===== config.mk =====
export PLATFORM = sky130hd
export DESIGN_NAME = pipe_control
export DESIGN_NICKNAME = d
export VERILOG_FILES = /design/src/tinker_pkg.sv /design/src/pipe_control.sv
export SDC_FILE = /design/constraint.sdc
export NUM_CORES = 1
export LEC_CHECK = 0
export ABC_AREA = 1
export BUFFER_PORTS_ARGS = -buffer_cell sky130_fd_sc_hd__buf_2
export CAP_MARGIN = 20
export CORE_AREA = 3 3 40 42
export DETAILED_ROUTE_END_ITERATION = 8
export DIE_AREA = 0 0 43 45
export PLACE_DENSITY = 0.69
export SETUP_SLACK_MARGIN = 0.05
export SYNTH_ARGS = -nofsm -noshare
export SYNTH_HDL_FRONTEND = slang
export SYNTH_SLANG_ARGS = --single-unit

===== constraint.sdc =====
create_clock -name clk -period 0.8 [get_ports clk]
set_input_delay 0.12 -clock clk [delete_from_list [all_inputs] [get_ports clk]]
set_output_delay 0.12 -clock clk [all_outputs]
set_load 0.02 [all_outputs]

===== src/tinker_pkg.sv =====
/* Tinker core definitions
   Widths, opcodes, reset PC and the two views of the instruction word */
`default_nettype none

package tinker_pkg;

    localparam int XLEN    = 64;
    localparam int INSN_W  = 32;
    localparam int REG_AW  = 5;
    localparam int OP_W    = 5;
    localparam int LIT_W   = 12;
    localparam int IMEM_AW = 8;   // 256 instruction words

    localparam logic [XLEN-1:0] RESET_PC = 64'h2000;
    localparam logic [XLEN-1:0] PC_STEP  = 64'd4;

    // ####################
    // Opcodes
    localparam logic [OP_W-1:0] OP_AND     = 5'h00;
    localparam logic [OP_W-1:0] OP_OR      = 5'h01;
    localparam logic [OP_W-1:0] OP_XOR     = 5'h02;
    localparam logic [OP_W-1:0] OP_NOT     = 5'h03;
    localparam logic [OP_W-1:0] OP_SHFTR   = 5'h04;
    localparam logic [OP_W-1:0] OP_SHFTRI  = 5'h05;
    localparam logic [OP_W-1:0] OP_SHFTL   = 5'h06;
    localparam logic [OP_W-1:0] OP_SHFTLI  = 5'h07;
    localparam logic [OP_W-1:0] OP_BR      = 5'h08;
    localparam logic [OP_W-1:0] OP_BRRI    = 5'h0A;
    localparam logic [OP_W-1:0] OP_BRNZ    = 5'h0B;
    localparam logic [OP_W-1:0] OP_BRGT    = 5'h0E;
    localparam logic [OP_W-1:0] OP_PRIV    = 5'h0F;
    localparam logic [OP_W-1:0] OP_MOV_MEM = 5'h10;
    localparam logic [OP_W-1:0] OP_MOV_REG = 5'h11;
    localparam logic [OP_W-1:0] OP_MOV_LIT = 5'h12;
    localparam logic [OP_W-1:0] OP_MOV_STR = 5'h13;
    localparam logic [OP_W-1:0] OP_ADD     = 5'h18;
    localparam logic [OP_W-1:0] OP_ADDI    = 5'h19;
    localparam logic [OP_W-1:0] OP_SUB     = 5'h1A;
    localparam logic [OP_W-1:0] OP_SUBI    = 5'h1B;
    localparam logic [OP_W-1:0] OP_NOP     = 5'h1F;   // Unassigned code, used for bubbles

    // ####################
    // Instruction word
    typedef union packed {
        struct packed {
            logic [OP_W-1:0]   opcode;
            logic [REG_AW-1:0] rd;
            logic [REG_AW-1:0] rs;
            logic [REG_AW-1:0] rt;
            logic [LIT_W-1:0]  unused;
        } r;
        struct packed {
            logic [OP_W-1:0]   opcode;
            logic [REG_AW-1:0] rd;
            logic [9:0]        unused;
            logic [LIT_W-1:0]  lit;
        } i;
    } insn_t;

    localparam logic [INSN_W-1:0] NOP_INSN = {OP_NOP, 27'd0};

endpackage

`default_nettype wire


===== src/pipe_control.sv =====
/* Pipeline control
   Forwarding select, load-use stall, branch flush and the halt latch */
`default_nettype none

module pipe_control (
    input  wire                           clk,
    input  wire                           reset,
    input  wire [tinker_pkg::REG_AW-1:0]  rs_addr,
    input  wire [tinker_pkg::REG_AW-1:0]  rt_addr,
    input  wire                           rs_used,
    input  wire                           rt_used,
    input  wire [tinker_pkg::REG_AW-1:0]  ex_rd,
    input  wire                           ex_wr,
    input  wire                           ex_load,
    input  wire [tinker_pkg::REG_AW-1:0]  mem_rd,
    input  wire                           mem_wr,
    input  wire                           branch_taken,
    input  wire                           halt_mem,
    output logic [1:0]                    fwd_rs_sel,
    output logic [1:0]                    fwd_rt_sel,
    output logic                          stall,
    output logic                          flush,
    output logic                          halted
);

    // 0 register file, 1 execute result, 2 write-back value
    function automatic logic [1:0] fwd_sel(input logic [tinker_pkg::REG_AW-1:0] src);
        if (ex_wr && ex_rd == src)
            return 2'd1;   // Youngest producer wins
        if (mem_wr && mem_rd == src)
            return 2'd2;
        return 2'd0;
    endfunction

    always_comb begin
        fwd_rs_sel = fwd_sel(rs_addr);
        fwd_rt_sel = fwd_sel(rt_addr);
    end

    // Load result only exists one stage later
    assign stall = ex_load && ((rs_used && ex_rd == rs_addr) || (rt_used && ex_rd == rt_addr));
    assign flush = branch_taken;

    always_ff @(posedge clk or posedge reset) begin
        if (reset) begin
            halted <= 1'b0;
        end else if (halt_mem) begin
            halted <= 1'b1;
        end
    end

endmodule

`default_nettype wire


Word level (Yosys, flattened, before mapping)
Index checks and enable logic that the tools add are counted.

storage, ports and cells
  register bits = 1

cells by class
  mux-type cells = 14
  equality and inequality tests = 4
  reduce and logical (&&, ||, !) cells = 8

operator list
  cell                 count
  $eq A5 B5 Y1         4
  $mux W2              8
  $logic_and A1 B1 Y1  7
  $mux W1              6
  $logic_or A1 B1 Y1   1

Depth between registers and ports, before layout
  word-level depth = 6
  gate-level depth with buffers = 7
  depth with buffers taken out = 7

Worst setup path before layout
No wires, ideal clock.

  path type = input to output
  from = input ex_rd[0] (netlist bit)
  to = output fwd_rs_sel[1]
  data required time = 680 ps
  slack = -173 ps
  data arrival time = 853 ps
  stages = 5
  path buffers = 0
  path through = xor2_1 > nor2_1 > nand3_1 > nor2_2 > nor2_1

on the way
  word-level cells in the longest chain between the ends = 4

ends and longest elaborated chain
  element              line                RTL
  from (decl)          pipe_control.sv:12  input wire [tinker_pkg::REG_AW-1:0] ex_rd,
  $eq A5 B5 Y1         pipe_control.sv:28  if (ex_wr && ex_rd == src)
  $logic_and A1 B1 Y1  pipe_control.sv:28
  $mux W1              pipe_control.sv:28
  $mux W2              pipe_control.sv:30  if (mem_wr && mem_rd == src)
  to (decl)            pipe_control.sv:19  output logic [1:0] fwd_rs_sel,

No other way between the ends.

Final worst setup path
  from = input mem_rd[1] (netlist bit)
  to = output fwd_rt_sel[1]

on the way
  word-level cells in the longest chain between the ends = 6
  elaborated cells on any way between the ends = 7

ends and longest elaborated chain
  element                line                RTL
  from (decl)            pipe_control.sv:15  input wire [tinker_pkg::REG_AW-1:0] mem_rd,
  $eq A5 B5 Y1 *         pipe_control.sv:30
  $logic_and A1 B1 Y1 *  pipe_control.sv:30
  $mux W1 (2 in a row)   pipe_control.sv:30
  $mux W2 *              pipe_control.sv:32  return 2'd0;
  $mux W2 *              pipe_control.sv:30
  to (decl)              pipe_control.sv:20  output logic [1:0] fwd_rt_sel,

Every way passes the cells marked *; elsewhere a longest branch is shown, timed or not. The select of a mux whose other input is x is not followed.

==> reports/metrics.csv <==
metric,value,unit
placed cell area,589.3,sq um
Synth area leaders,"xor2_1 21%, nand2_1 19%, inv_1 13%, xnor2_1 9.3%, nor2_2 8.3%",
mean number of vias per cell,4.325,
min Tclk post-route,1.044,ns
leakage power total,0.3872,nW
CP Max Fanout,3,
Initial Util,29.41,%
post-DP HPWL,955.6,um
Top reg by flops,halted,
PD cells,519.1,nW/um^2
worst slew pin tran,0.2432,ns
Min-Delay Startpoint,branch_taken,
initial antenna violation count,0,
Crit-path slowest cell,or2_0,
Port Buf Inserts,33,
Yosys cell types,13,
final worst setup slack,-0.2436,ns
failing checks,negative setup slack,
layout cell share with drive strength beyond 1,52.94,%
"Cell Area, Synth",377.9,sq um
most common cell in the netlist,nand2_1,
Worst R2R Path Depth,1,
# Post-CTS Setup Buffers,0,
Rel. slew slack,83.67,%
Largest register FFs,1,
Total Die Area,1935,sq um
Fill cells,133,
Largest regs,halted x1,
site row count,13,
GRT Total Usage,10.87,%
Hold Path Class,input port to output pin,
crit start category,input port,
Final period util,130.5,%
vias in the first global route,409,
CP Cell Sequence,buf_2 -> or2_0 -> a21oi_2 -> nand4_1 -> nor2_2 -> buf_4,
CP peak stage delay,0.23,ns
P&R area growth vs syn,90.73,%
drt drc,0,
Synthesis Warnings,0,
die height,45,um
"FFs w/ async S/R, synth",100.0,%
"area leader, netlist",xor2_1,
CP Class,input port to output pin,
largest net degree at the start of global routing,5,
WL/cell,9.838,um
grt ovf,0,
"Slew Viols, Final",0,
"Hold Violations, Final",0,
routability cong.,0.7755,
IO Count,36,
Detail Route Antenna Nets,0,
first-pass iteration count of the detailed router,2,
list of most frequent post-synthesis cells,"19 x nand2_1, 13 x inv_1, 9 x xor2_1",
worst path required time,0.68,ns
"Top FF cell, synth",dfrtp_1,
status,"finished, violations left",
synthesized flop and latch total,1,
core area,1285,sq um
# setup viols final,5,
Max Cap Viol,0,
sequential cell area fraction in the yosys report,6.623,%
Tot Pwr,0.3741,mW
Syn Inst Count,68,
Worst VDD drop,0.2321,mV
number of flops mapped to enable cells by yosys,0,
DR iter-0 viols,4,
hold path depth,0,
r2r setup slk,0.08,ns
clock skew,0,ns
FF-to-FF End,halted,
Clock Latency Late Sink,0,ns
worst hold margin,0.2401,ns
synthesized area per cell,5.557,sq um
ant diodes,0,
fin area,720.7,sq um
global-route wire length before repair,1.676,mm
fmax,0.9582,GHz
CP endpoint kind,output pin,
critical path arrival,0.92,ns
hold path endpoint,flush,
unrepaired setup endpoints after global routing,yes,
vias post-DR,506,
syn_nets,97,
WL final,1.151,mm
post-synth top area share,20.86,%
FF-to-FF Start,halted,
die width,43,um
final net count,133,
-- worst max-delay path: cells and delay by family --
kind	cells	cell delay, ns
AO/OA/AOI/OAI	1	0.11
buffers and inverters	2	0.26
AND/OR/NAND/NOR	3	0.43
-- layout by cell type, fill, tap and decap left out, types with 3 or more instances in the layout --
| cell type | count |
|---|---|
| nor2_2 | 6 |
| xor2_1 | 8 |
| buf_4 | 3 |
| nand2_1 | 17 |
| buf_6 | 12 |
| buf_2 | 18 |
| nand4_1 | 4 |
| nor2_1 | 3 |
| xnor2_1 | 3 |
| inv_1 | 11 |
-- kinds of logic after synthesis --
group           after synthesis  share of synthesized area [%]
buf+inv                      14                          14.90
xor+xnor                     13                          30.13
compound gates                2                          2.649
flops                         1                          6.621
simple gates                 38                          45.70
-- worst max path at each step --
stage	end	slack (ns)	from	cells after the start
4_1_cts	stall	-0.27	ex_rd[1]	6
3_5_place_dp	fwd_rs_sel[1]	-0.32	ex_rd[0]	7
6_report	fwd_rt_sel[1]	-0.24	mem_rd[1]	6
3_3_place_gp	fwd_rs_sel[1]	-0.31	ex_rd[0]	7
5_1_grt	stall	-0.32	rs_addr[3]	8
2_1_floorplan	fwd_rs_sel[1]	-0.11	ex_rd[0]	5
-- power breakdown --
part / total, mW / switching (mW) / internal [mW]
Sequential: 0.0515 / 0.0000000000000000426 / 0.0515
Combinational: 0.323 / 0.155 / 0.168
Clock: 0 / 0 / 0
-- routing by layer --
metal	share of wire [%]	track usage, %
met4	0	0
met3	8.1	0.3984
met1	43	15.04
met2	49	20.06
met5	0	0
-- metrics by stage --
step	setup TNS, ns	cells	worst slack [ns]	util, %
6_report	-1.059	117	-0.2436	56.09
5_1_grt	-1.410	117	-0.3156	56.09
4_1_cts	-1.196	117	-0.2666	52.58
3_5_place_dp	-1.378	116	-0.3181	45.86
3_3_place_gp	-1.319	116	-0.3056	45.86
2_1_floorplan	-0.2489	68	-0.1132	-
-- area by class of cell --
cell class	count	area (sq um)	area share, %
well taps	15	18.77	2.604
inverters	13	48.80	6.771
multi-input cells	53	354.1	49.13
repair buffers	35	272.8	37.85
flip-flops and latches	1	26.28	3.646
-- what timing repair did --
action | 4_1_cts | 5_1_grt
hold buffers | 1 | 0
resized for setup | 18 | 10
setup endpoints to repair | 5 | 5
endpoints found under the hold margin | 1 | 0
pin swaps | 13 | 9
(Power assumes the default switching activity.)
